==> config.mk <==
export PLATFORM = sky130hd
export DESIGN_NAME = pb_arbiter
export DESIGN_NICKNAME = d
export VERILOG_FILES = /design/src/fb_pkg.sv /design/src/pb_arbiter.sv
export SDC_FILE = /design/constraint.sdc
export NUM_CORES = 1
export LEC_CHECK = 0
export ABC_AREA = 1
export CORE_UTILIZATION = 35
export DETAILED_ROUTE_END_ITERATION = 10
export DONT_BUFFER_PORTS = 1
export GPL_ROUTABILITY_DRIVEN = 0
export GPL_TIMING_DRIVEN = 0
export PLACE_DENSITY = 0.55
export SLEW_MARGIN = 20
export SYNTH_ARGS = -nofsm -noshare
export SYNTH_HDL_FRONTEND = slang
export SYNTH_SLANG_ARGS = --single-unit
==> constraint.sdc <==
create_clock -name clk -period 2.3 [get_ports clk]
set_clock_uncertainty 0.05 [all_clocks]
set_input_delay 0.46 -clock clk [delete_from_list [all_inputs] [get_ports clk]]
set_output_delay 0.46 -clock clk [all_outputs]
set_load 0.01 [all_outputs]
==> src/fb_pkg.sv <==
`default_nettype none

package fb_pkg;

    // external SRAM is 1M x 16
    localparam int SRAM_ADDR_W = 20;
    localparam int SRAM_DATA_W = 16;

    // red in the top byte
    typedef logic [23:0] color_t;

    // row * visible width + column
    typedef logic [18:0] pixel_id_t;

    // one queued pixel write
    typedef struct packed {
        pixel_id_t pixel_id;
        color_t    color;
    } pixel_buffer_entry_t;

endpackage : fb_pkg

`default_nettype wire

==> src/pb_arbiter.sv <==
`default_nettype none

module pb_arbiter #(
    parameter  int N_LANES = 4,
    localparam int LANE_W  = $clog2(N_LANES)
) (
    input  wire                              clk,
    input  wire                              rst_n,
    input  wire [N_LANES-1:0]                lane_empty,
    input  wire fb_pkg::pixel_buffer_entry_t lane_data [N_LANES],
    output logic [N_LANES-1:0]               lane_re,
    output logic                             pb_empty,
    output fb_pkg::pixel_buffer_entry_t      pb_data,
    input  wire                              pb_re
);

    logic [LANE_W-1:0] ptr;
    logic [LANE_W-1:0] grant;

    // scan from the far end so the nearest non-empty lane wins
    always_comb begin
        grant = ptr;
        for (int k = N_LANES - 1; k >= 0; k--) begin
            if (!lane_empty[ptr + LANE_W'(k)]) begin
                grant = ptr + LANE_W'(k);
            end
        end
    end

    assign pb_empty = lane_empty[grant];
    assign pb_data  = lane_data[grant];

    always_comb begin
        lane_re        = '0;
        lane_re[grant] = pb_re;
    end

    // park on the granted lane until its entry is popped
    // keeps the entry stable between the two SRAM writes
    always_ff @(posedge clk or negedge rst_n) begin
        if (!rst_n) begin
            ptr <= '0;
        end else if (pb_re) begin
            ptr <= grant + 1'b1;
        end else if (!pb_empty) begin
            ptr <= grant;
        end
    end

endmodule : pb_arbiter

`default_nettype wire

; ---- Yosys cells after proc, flatten, opt, wreduce, memory -nomap -nowiden
; Index checks and enable logic that the tools add are counted.
[word_totals]
reg_bits = 2
[op_classes]
bitwise_logic = 2
n_reduce_logical = 1
magnitude_cmp = 7
mux = 21
n_addsub = 4
n_eq_ne = 1
[ops]
columns = operator, count
row1 = $bmux W43 S2, 1
row2 = $mux W43, 2
row3 = $lt A2 B3 Y1 const B, 5
row4 = $mux W2, 6
row5 = $bmux W1 S2, 5
row6 = $mux W1, 6
row7 = $add A2 B1 Y2 const B, 2
row8 = $add A2 B2 Y2 const B, 2
row9 = $and A4 B4 Y4, 1
row10 = $ge A3 B3 Y1 const B, 1
row11 = $not A2 Y3, 1
row12 = $demux W1 S2, 1
row13 = $ge A2 B1 Y1 const B, 1
row14 = $ne A2 B1 Y1 const B, 1
row15 = $logic_and A1 B1 Y1, 1

; ---- Logic depth before layout (Yosys ltp)
; Gate-level depths: netlist of the first run.
[depth]
ltp_word = 12
depth_mapped = 16
depth_no_buf = 14

; ---- Worst setup path after synthesis of the first run
; Ideal clock, no wire load.
[synth_timing]
path_kind = flip-flop to output port
from = register ptr[0]
to = output port lane_re[2]
stages_incl_launch_ff = 16
slack_ps = 55
t_required_ps = 1790
arrival_ps = 1735
path_cell_list = dfrtp_1 -> buf_4 -> inv_4 -> nand2_1 -> nand2_2 -> nand2_1 -> o21ai_1 -> nand2_2 -> nand2_2 -> nand2_4 -> nand2_4 -> buf_4 -> inv_1 -> ha_1 -> nand2_1 -> inv_1
[synth_via]
elab_chain_len = 12
elab_cells_between_ends = 21
[synth_rtl]
columns = element, line
row1 = "start, declared", pb_arbiter.sv:17  ; logic [LANE_W-1:0] ptr;
row2 = "start signal, assigned", pb_arbiter.sv:44  ; ptr <= grant + 1'b1;
row3 = "start signal, assigned", pb_arbiter.sv:46  ; ptr <= grant;
row4 = $add A2 B2 Y2, "pb_arbiter.sv:24, pb_arbiter.sv:25"
row5 = $bmux W1 S2, pb_arbiter.sv:24  ; if (!lane_empty[ptr + LANE_W'(k)]) begin
row6 = $mux W1 (not written as such), pb_arbiter.sv:24
row7 = $mux W2 (3 in a row), pb_arbiter.sv:24
row8 = $mux W2 (*), pb_arbiter.sv:24
row9 = $lt A2 B3 Y1 (not written as such) / $ge A2 B1 Y1 (equally long branches), pb_arbiter.sv:35  ; lane_re[grant] = pb_re;
row10 = $logic_and A1 B1 Y1 (not written as such), pb_arbiter.sv:35
row11 = $mux W1 (not written as such), pb_arbiter.sv:35
row12 = $demux W1 S2 (*), pb_arbiter.sv:35
row13 = $and A4 B4 Y4 (no line) (*), -
row14 = "end, declared", pb_arbiter.sv:11  ; output logic [N_LANES-1:0] lane_re,
; Every way passes the cells marked *; elsewhere a longest branch is shown, timed or not. The select of a mux whose other input is x is not followed.

==> summary.txt, run 1 <==
Status
  • Run status: finished, violations left
  • Failing checks: negative setup slack

Yosys
  • Post-Synthesis Net Count: 686
  • Post-synthesis instance area: 0.00256 mm²
  • Post-synth cell types: 20
  • Synthesized-area fraction occupied by xor and xnor cells: 0.00342
  • Post-synthesis compound-gate area fraction: 0.00635
  • Biggest area contributors in the synthesized netlist: sky130_fd_sc_hd__nand3b_1 25%, sky130_fd_sc_hd__nand2_1 24%, sky130_fd_sc_hd__nand3_1 18%, sky130_fd_sc_hd__inv_1 14%, sky130_fd_sc_hd__buf_2 4.3%
  • Share of synthesized cell area in and, or, nand and nor gates: 0.705
  • Cell count after synthesis: 503
  • Synthesis-stage register bit count: 2
  • Mean Syn Cell Area: 5.09 µm²
  • Top cell type by total area after synthesis: sky130_fd_sc_hd__nand3b_1
  • Sequential area share after synthesis: 0.0195
  • Adder-Cell Fraction of Synth Area: 0.0195
  • Combinational family with the most area after synthesis: simple AND/OR/NAND/NOR gates
  • Multiplexer share of the synthesized area: 0
  • Post-synth top area share: 0.255
  • Yosys Warn Count: 0

Setup path
  • Kind of start point of the critical path: flip-flop
  • Worst setup path category: reg -> out
  • Worst-path fanout max: 8
  • Critical Path AT: 2000 ps
  • Kind of end point of the critical path: output pin
  • Required time reported for the critical path endpoint: 1790 ps

Global routing
  • Maximum number of pins on one net before global-route repair: 12
  • Global route overflow: 0
  • Vias in the first global route: 2941
  • Wire length of the first global-routing pass: 13.8 mm
  • Aggregate global-route resource usage: 0.222
  • Antenna violations before repair: 0

Layout
  • Fin area: 0.00336 mm²
  • Final nets: 708
  • Area Growth Syn to Fin: 31.0%
  • Fill count: 742
  • Flip-flop count of the largest register, all copies and words added: 2
  • Number of diodes: 0
  • Registers with the highest flip-flop counts: ptr x2
  • Share of cells above drive strength 1: 0.304
  • Register with the most flip-flops: ptr

CTS
  • Buffers from clock root to sink, at most: 2
  • # clock sinks: 2
  • Clock tree root buffer cell: sky130_fd_sc_hd__clkbuf_8
  • TritonCTS clock tree: built
  • Clock latency on the worst-skew pair: 210 ps
  • Clock slew at the register clock pins of the worst setup and hold paths: 30 ps
  • Total clock buffers created by CTS: 3
  • H-tree depth reported by CTS: 1

Drt
  • Total wire length after detailed routing: 9.65 mm
  • Via count: 3251
  • Detailed Routing Iterations Pass 1: 4
  • DRT iter0 DRCs: 106
  • Drt drc: 0
  • Average routed wire per standard cell: 15.6 µm
  • Antenna Violating Nets Remaining: 0
  • Via-to-Cell Ratio: 5.25

Placed design
  • Placement Cell Area: 0.00268 mm²
  • IO buf count: 0
  • HPWL Detailed: 6.99 mm

Floorplan
  • Effective utilization at floorplan: 0.369
  • Total core area: 0.00694 mm²
  • Area enclosed by the die boundary: 0.00767 mm²
  • Die X-Extent: 87.6 µm
  • Number of I/O pins: 227
  • Chip Height: 87.6 µm
  • Placement row count: 30

STA
  • Worst slew pin tran: 334 ps
  • Final hold viol count: 0
  • RSZ-0062 raised after global routing: yes
  • F_max: 398 MHz
  • Final max-slew violation count: 0
  • Least setup slack across all paths after layout: -210 ps
  • Share of the cycle needed by the critical path after routing: 1.09
  • Worst max-slew margin expressed relative to the limit: 0.778
  • Final count of negative-setup-slack endpoints: 48
  • Clock period minus final worst setup slack: 2510 ps

Min path
  • Worst hold path type: in -> async

Job
  • Max-cap violations: 0
## per-stage QoR
| stage | std cells | worst slack [ps] | util | hold slack [ps] | setup TNS [ps] |
|---|---|---|---|---|---|
| final | 619 | -210 | 0.483 | 439 | -8740 |
| after global routing | 619 | -372 | 0.483 | 443 | -15510 |
| after CTS | 617 | -220 | 0.461 | 433 | -9510 |
| after detailed placement | 599 | -252 | 0.386 | 114 | -5130 |
| after global placement | 599 | -227 | 0.386 | 114 | -4230 |
| after floorplan | 503 | 54.9 | - | 114 | 0 |
## synth_stat cells
cell and instances:
sky130_fd_sc_hd__buf_2 22, sky130_fd_sc_hd__o21ai_0 1, sky130_fd_sc_hd__clkbuf_1 1, sky130_fd_sc_hd__o21ai_1 1, sky130_fd_sc_hd__a31oi_1 1, sky130_fd_sc_hd__nand2_2 3
sky130_fd_sc_hd__nand2_4 2, sky130_fd_sc_hd__buf_6 5, sky130_fd_sc_hd__nand3b_1 87, sky130_fd_sc_hd__nand2_1 167, sky130_fd_sc_hd__xor2_1 1, sky130_fd_sc_hd__and2_1 2
sky130_fd_sc_hd__inv_2 4, sky130_fd_sc_hd__ha_1 4, sky130_fd_sc_hd__dfrtp_1 2, sky130_fd_sc_hd__nand3_1 91, sky130_fd_sc_hd__nand3_4 1, sky130_fd_sc_hd__buf_4 10
sky130_fd_sc_hd__inv_1 97, sky130_fd_sc_hd__inv_4 1
## cell usage in the layout (no fill, tap or decap), types with 2 or more instances in the layout
cell type                  Yosys  final
sky130_fd_sc_hd__buf_6         5     21
sky130_fd_sc_hd__clkbuf_8      0      3
sky130_fd_sc_hd__nand2_8       0      2
sky130_fd_sc_hd__nand2_2       3     60
sky130_fd_sc_hd__buf_8         0      6
sky130_fd_sc_hd__ha_2          0      2
sky130_fd_sc_hd__nand3b_1     87     87
sky130_fd_sc_hd__inv_4         1      2
sky130_fd_sc_hd__buf_4        10     17
sky130_fd_sc_hd__nand3_2       0     19
sky130_fd_sc_hd__nand3_1      91     72
sky130_fd_sc_hd__ha_1          4      2
sky130_fd_sc_hd__nand2_4       2      6
sky130_fd_sc_hd__inv_2         4      7
sky130_fd_sc_hd__inv_1        97     92
sky130_fd_sc_hd__nand2_1     167    105
sky130_fd_sc_hd__and2_4        0      2
sky130_fd_sc_hd__buf_2        22      6
## metal layers
layer | vias up | wire [µm] | global-route usage
met3 | 8 | 740 | 0.0292
met4 | 0 | 82 | 0.0432
met5 | - | 0 | 0
met1 | 1481 | 3760 | 0.256
met2 | 161 | 5070 | 0.435
li1 | 1601 | - | -
## layout make-up
| class | instances | area (µm²) | area share |
|---|---|---|---|
| clock buffers | 3 | 41.3 | 0.0123 |
| flip-flops and latches | 2 | 51.3 | 0.0153 |
| multi-input cells | 362 | 2200 | 0.655 |
| repair buffers | 17 | 190 | 0.0567 |
| inverters | 102 | 400 | 0.119 |
| well taps | 96 | 120 | 0.0358 |
| plain buffers | 37 | 353 | 0.105 |
## worst max-delay path, cell delays in order (launching register included)
cell                        delay (ps)
sky130_fd_sc_hd__dfrtp_1           360
sky130_fd_sc_hd__buf_6             140
sky130_fd_sc_hd__clkinv_8           70
sky130_fd_sc_hd__nand2_4            50
sky130_fd_sc_hd__nand2_4            80
sky130_fd_sc_hd__nand2_2            60
sky130_fd_sc_hd__nand2_1            60
sky130_fd_sc_hd__nand2_1            60
sky130_fd_sc_hd__nand2_2           110
sky130_fd_sc_hd__nand3_4           180
sky130_fd_sc_hd__buf_8             200
sky130_fd_sc_hd__clkbuf_16         150
sky130_fd_sc_hd__nand3b_1           80
sky130_fd_sc_hd__nand3_1            80
sky130_fd_sc_hd__nand2_2           110
## cells by family (layout without fill, tap and decap cells)
logic type | count (synthesis) | after routing
fa+ha+maj | 4 | 4
flops | 2 | 2
compound gates | 3 | 3
xor+xnor | 1 | 1
buf+inv | 140 | 159
simple gates | 353 | 354
## worst paths after layout
kind	startpoint	endpoint	slack, ps	cells past startpoint
worst max-delay path	ptr[0]	pb_data[3]	-210	14
worst min-delay path	rst_n	ptr[0]	440	1
worst max register to register	ptr[0]	ptr[1]	280	13
worst min register to register	ptr[0]	ptr[0]	1080	7
max in group asynchronous	rst_n	ptr[1]	1610	1
min in group clk	pb_re	ptr[1]	580	3
## timing repair
action / 4_1_cts / 5_1_grt
endpoints found under the hold margin: 2 / 0
pin swaps: 77 / 32
buffers inserted: 10 / 1
hold buffers: 1 / 0
setup endpoints to repair: 48 / 48
gates cloned: 5 / 1
resized for setup: 118 / 33
Power of run 1 is not shown: default switching activity piles up to over one toggle a cycle in this logic, so the estimate is an artifact.
==> run 2: changes to the inputs <==
Settings changed: PLACE_DENSITY 0.55 to default.
==> run 2 against run 1 <==
Compared with the run above: the run still ends with negative setup slack left; non-clock buffer count grew 1; fmax decreased by 1.1%; die area unchanged; critical endpoint is now pb_data[15].
==> summary.txt, run 2 (synthesis gave the netlist of run 1 again) <==
Drt
  • DRT iter0 DRCs: 84
  • Drt drc: 0
  • Antenna Violating Nets Remaining: 0
  • Average routed wire per standard cell: 16.0 µm
  • Via-to-Cell Ratio: 5.27
  • Via count: 3265
  • Detailed Routing Iterations Pass 1: 5
  • Total wire length after detailed routing: 9.91 mm

STA
  • Final count of negative-setup-slack endpoints: 48
  • Share of the cycle needed by the critical path after routing: 1.10
  • F_max: 394 MHz
  • Setup TNS Final: -8910 ps
  • Clock period minus final worst setup slack: 2540 ps
  • Worst slew pin tran: 279 ps
  • Worst max-slew margin expressed relative to the limit: 0.814
  • Final hold viol count: 0
  • Least setup slack across all paths after layout: -237 ps
  • RSZ-0062 raised after global routing: yes
  • Final max-slew violation count: 0

CTS
  • TritonCTS clock tree: built
  • Total clock buffers created by CTS: 3
  • # clock sinks: 2
  • H-tree depth reported by CTS: 1
  • Buffers from clock root to sink, at most: 2
  • Clock latency on the worst-skew pair: 220 ps
  • Clock tree root buffer cell: sky130_fd_sc_hd__clkbuf_8
  • Clock slew at the register clock pins of the worst setup and hold paths: 30 ps

Floorplan
  • Effective utilization at floorplan: 0.369
  • Placement row count: 30
  • Total core area: 0.00694 mm²
  • Area enclosed by the die boundary: 0.00767 mm²
  • Number of I/O pins: 227
  • Die X-Extent: 87.6 µm
  • Chip Height: 87.6 µm

Layout
  • Fin area: 0.00352 mm²
  • Final nets: 708
  • Register with the most flip-flops: ptr
  • Number of diodes: 0
  • Utilization after layout: 0.506
  • Flip-flop count of the largest register, all copies and words added: 2
  • Registers with the highest flip-flop counts: ptr x2
  • Most used cells in the layout excluding fill and tap cells: 94 x sky130_fd_sc_hd__nand2_1, 92 x sky130_fd_sc_hd__inv_1, 87 x sky130_fd_sc_hd__nand3b_1, 63 x sky130_fd_sc_hd__nand2_2, 59 x sky130_fd_sc_hd__nand3_1
  • Multi-input gate area: 0.00233 mm²
  • Area occupied by registers: 51.3 µm²
  • Share of cells above drive strength 1: 0.348
  • Area Growth Syn to Fin: 37.3%
  • Fill count: 722
  • Leading cell type in the layout, fill and taps excluded: sky130_fd_sc_hd__nand2_1

Setup path
  • Ordered list of cells on the worst path: buf_6 > clkinv_8 > nand2_4 > nand3_4 > nand2_1 > inv_1 > nand2_1 > nand2_2 > nand2_4 > nand2_8 > buf_4 > buf_4 > nand3b_1 > nand3_2 > nand2_2
  • Worst r2r dst: ptr[1]
  • Origin of the worst setup path: ptr[0]
  • Kind of start point of the critical path: flip-flop
  • Crit-path max cell delay: 330 ps
  • Worst setup path category: reg -> out
  • Kind of end point of the critical path: output pin
  • Crit path max-delay cell type: sky130_fd_sc_hd__dfrtp_1
  • Critical Path AT: 2030 ps
  • Worst-path fanout max: 10
  • FF-to-FF path depth: 13
  • Required time reported for the critical path endpoint: 1790 ps
  • Reg-to-reg critical path startpoint: ptr[0]
  • Register-to-Register Setup Slack: 330 ps

Status
  • Failing checks: negative setup slack
  • Run status: finished, violations left

Placed design
  • HPWL Detailed: 7.13 mm
  • IO buf count: 0
  • Worst slack at placement: -258 ps
  • Placement Cell Area: 0.00268 mm²

Global routing
  • Wire length of the first global-routing pass: 13.3 mm
  • Aggregate global-route resource usage: 0.220
  • Global route overflow: 0
  • Antenna violations before repair: 0
  • Maximum number of pins on one net before global-route repair: 12
  • Vias in the first global route: 2866

Min path
  • Worst hold path type: in -> async

Job
  • Max-cap violations: 0
-- run 2: cell count changes in the layout (fill, tap and decap cells not counted), sizes merged --
cell | before | now
bufbuf | 0 | 1
buf | 51 | 47
clkbuf | 5 | 9
clkinv | 1 | 2
nand2 | 173 | 172
inv | 101 | 100
-- run 2: area by class of cell --
cell class                 count  area share
inverter                     102       0.115
buffer                        38       0.105
tap                           96      0.0342
timing repair buffer          17      0.0569
multi-input combinational    361       0.663
clock buffer                   3      0.0117
sequential                     2      0.0146
-- run 2: worst max path at each step --
stage	endpoint	slack, ps	cells after the start
6_report	pb_data[15]	-240	15
5_1_grt	pb_data[15]	-340	15
4_1_cts	pb_data[39]	-240	15
3_5_place_dp	lane_re[0]	-260	15
3_3_place_gp	lane_re[2]	-230	15
2_1_floorplan	lane_re[2]	50	15
-- run 2: worst max-delay path: cells and delay by family (launching register included) --
kind	cells	cell delay, ps
and+or+nand+nor	10	880
buffers and inverters	5	600
DFF	1	330
-- run 2: per-stage QoR --
stage	hold slack, ps	instances
global placement	114	599
finish	424	619
detailed placement	114	599
global route	435	619
CTS	419	616
floorplan	114	503
-- run 2: timing repair --
action	CTS	global route
gates cloned	3	1
hold buffers	1	0
setup buffers	10	2
pin swaps	42	34
gates resized for setup	106	81
setup endpoints to repair	48	48
endpoints found under the hold margin	2	0
-- run 2: metal layers --
layer  part of all wire  wire length [µm]  vias to the layer above  global-route usage
met5                  0                 0                        -                   0
met3              0.067               668                       18              0.0170
met1               0.39              3830                     1470               0.248
li1                   -                 -                     1603                   -
met2               0.53              5210                      174               0.439
met4              0.021               205                        0              0.0566
Power of run 2 is left out for the same reason.
==> run 3: changes to the inputs <==
Settings changed: PLACE_DENSITY_LB_ADDON from default to 0.05.
==> run 3 against run 2 <==
Compared with the run above: the flow still finishes with violations (negative setup slack); die area did not move; register-to-register slack got worse by 60 ps; non-clock buffer count rose by 10; critical path depth fell by 1; clock-buffer cell count did not move; setup slack improved by 13 ps; routed wire length fell by 0.20%; critical endpoint is now pb_data[7].
==> summary.txt, run 3 (synthesis gave the netlist of run 1 again) <==
CTS
  • Buffers from clock root to sink, at most: 2
  • Clock tree root buffer cell: sky130_fd_sc_hd__clkbuf_8
  • # clock sinks: 2
  • TritonCTS clock tree: built
  • Clock slew at the register clock pins of the worst setup and hold paths: 30 ps
  • Clock latency on the worst-skew pair: 210 ps
  • Total clock buffers created by CTS: 3
  • H-tree depth reported by CTS: 1

Job
  • Max-cap violations: 0

Layout
  • Area occupied by registers: 51.3 µm²
  • Area Growth Syn to Fin: 37.1%
  • Multi-input gate area: 0.00221 mm²
  • Flip-flop count of the largest register, all copies and words added: 2
  • Fin area: 0.00351 mm²
  • Registers with the highest flip-flop counts: ptr x2
  • Share of cells above drive strength 1: 0.302
  • Final nets: 721
  • Leading cell type in the layout, fill and taps excluded: sky130_fd_sc_hd__nand2_1
  • Fill count: 798
  • Register with the most flip-flops: ptr
  • Most used cells in the layout excluding fill and tap cells: 107 x sky130_fd_sc_hd__nand2_1, 93 x sky130_fd_sc_hd__inv_1, 87 x sky130_fd_sc_hd__nand3b_1, 78 x sky130_fd_sc_hd__nand3_1, 55 x sky130_fd_sc_hd__nand2_2

STA
  • Final count of negative-setup-slack endpoints: 48
  • RSZ-0062 raised after global routing: yes
  • Final hold viol count: 0
  • Final max-slew violation count: 0
  • Worst max-slew margin expressed relative to the limit: 0.764
  • Worst slew pin tran: 354 ps
  • F_max: 396 MHz
  • Clock period minus final worst setup slack: 2520 ps
  • Least setup slack across all paths after layout: -224 ps
  • Share of the cycle needed by the critical path after routing: 1.10

Floorplan
  • Effective utilization at floorplan: 0.369
  • Chip Height: 87.6 µm
  • Number of I/O pins: 227
  • Area enclosed by the die boundary: 0.00767 mm²
  • Total core area: 0.00694 mm²
  • Die X-Extent: 87.6 µm
  • Placement row count: 30

Drt
  • Detailed Routing Iterations Pass 1: 4
  • Via-to-Cell Ratio: 5.10
  • Via count: 3226
  • Average routed wire per standard cell: 15.6 µm
  • Antenna Violating Nets Remaining: 0
  • Total wire length after detailed routing: 9.89 mm
  • Drt drc: 0
  • DRT iter0 DRCs: 89

Setup path
  • Critical Path AT: 2010 ps
  • Worst-path fanout max: 8
  • Required time reported for the critical path endpoint: 1790 ps
  • FF-to-FF path depth: 15
  • Kind of start point of the critical path: flip-flop
  • Kind of end point of the critical path: output pin
  • Worst setup path category: reg -> out

Global routing
  • Maximum number of pins on one net before global-route repair: 12
  • Global route overflow: 0
  • Vias in the first global route: 2863
  • Antenna violations before repair: 1
  • Aggregate global-route resource usage: 0.225
  • Wire length of the first global-routing pass: 13.8 mm

Min path
  • Worst hold path type: in -> async

Status
  • Run status: finished, violations left
  • Failing checks: negative setup slack

Placed design
  • Placement Cell Area: 0.00268 mm²
  • HPWL Detailed: 7.13 mm
  • IO buf count: 0
run 3: changes by cell type in the layout (fill, tap and decap cells not counted), moves of 2 or more:
cell / previous run / this run
sky130_fd_sc_hd__nand3_1: 59 / 78
sky130_fd_sc_hd__nand3_2: 30 / 14
sky130_fd_sc_hd__nand2_1: 94 / 107
sky130_fd_sc_hd__nand2_2: 63 / 55
sky130_fd_sc_hd__buf_4: 16 / 23
sky130_fd_sc_hd__clkbuf_4: 4 / 0
sky130_fd_sc_hd__nand2_4: 13 / 9
sky130_fd_sc_hd__buf_6: 17 / 20
sky130_fd_sc_hd__buf_12: 1 / 3
sky130_fd_sc_hd__buf_8: 7 / 9
sky130_fd_sc_hd__inv_2: 7 / 5
sky130_fd_sc_hd__inv_4: 1 / 3
sky130_fd_sc_hd__nand3_4: 3 / 1
run 3: cell type report:
| type | count | share of cell area |
|---|---|---|
| sequential | 2 | 0.0146 |
| buffer | 37 | 0.108 |
| inverter | 102 | 0.115 |
| clock buffer | 3 | 0.0118 |
| multi-input combinational | 364 | 0.628 |
| tap | 96 | 0.0342 |
| timing repair buffer | 28 | 0.0873 |
| antenna | 1 | 0.000713 |
run 3: critical path, cell delays in order (launching register included):
cell and delay, ps:
sky130_fd_sc_hd__dfrtp_1 360, sky130_fd_sc_hd__buf_6 140, sky130_fd_sc_hd__clkinv_8 70, sky130_fd_sc_hd__nand2_2 50
sky130_fd_sc_hd__nand2_2 90, sky130_fd_sc_hd__nand2_2 70, sky130_fd_sc_hd__nand2_2 60, sky130_fd_sc_hd__nand2_2 60
sky130_fd_sc_hd__nand2_4 100, sky130_fd_sc_hd__nand3_4 170, sky130_fd_sc_hd__buf_12 200, sky130_fd_sc_hd__clkbuf_16 140
sky130_fd_sc_hd__nand3b_1 70, sky130_fd_sc_hd__nand3_1 100, sky130_fd_sc_hd__nand2_2 100
run 3: stage by stage:
stage	cells	setup WS, ps	TNS (ps)	util	hold slack [ps]
after floorplan	503	54.9	0	-	114
after global placement	599	-225	-4370	0.386	115
after detailed placement	599	-238	-4690	0.386	115
after CTS	619	-244	-9370	0.450	431
after global routing	633	-358	-15060	0.506	441
final	633	-224	-8420	0.506	430
run 3: what timing repair did:
item / CTS / global route
pin swaps: 30 / 42
buffers inserted: 13 / 9
cloned: 4 / 4
setup endpoints to repair: 48 / 48
endpoints found under the hold margin: 2 / 0
gates resized for setup: 94 / 60
hold buffers: 1 / 0
run 3: worst paths after layout:
kind,startpoint,end,slack [ps]
setup / recovery,ptr[0],pb_data[7],-220
hold / removal,rst_n,ptr[1],430
setup reg to reg,ptr[0],ptr[1],270
hold reg to reg,ptr[1],ptr[1],1140
max in group asynchronous,rst_n,ptr[1],1640
min in group clk,pb_re,ptr[1],590
run 3: metal layers:
layer  vias to the layer above  GRT usage  wire length [µm]
met5                         -          0                 0
met4                         0     0.0149                62
met3                         6     0.0481               791
met2                       145      0.445              5150
met1                      1442      0.254              3890
li1                       1633          -                 -
Power of run 3 is left out for the same reason.
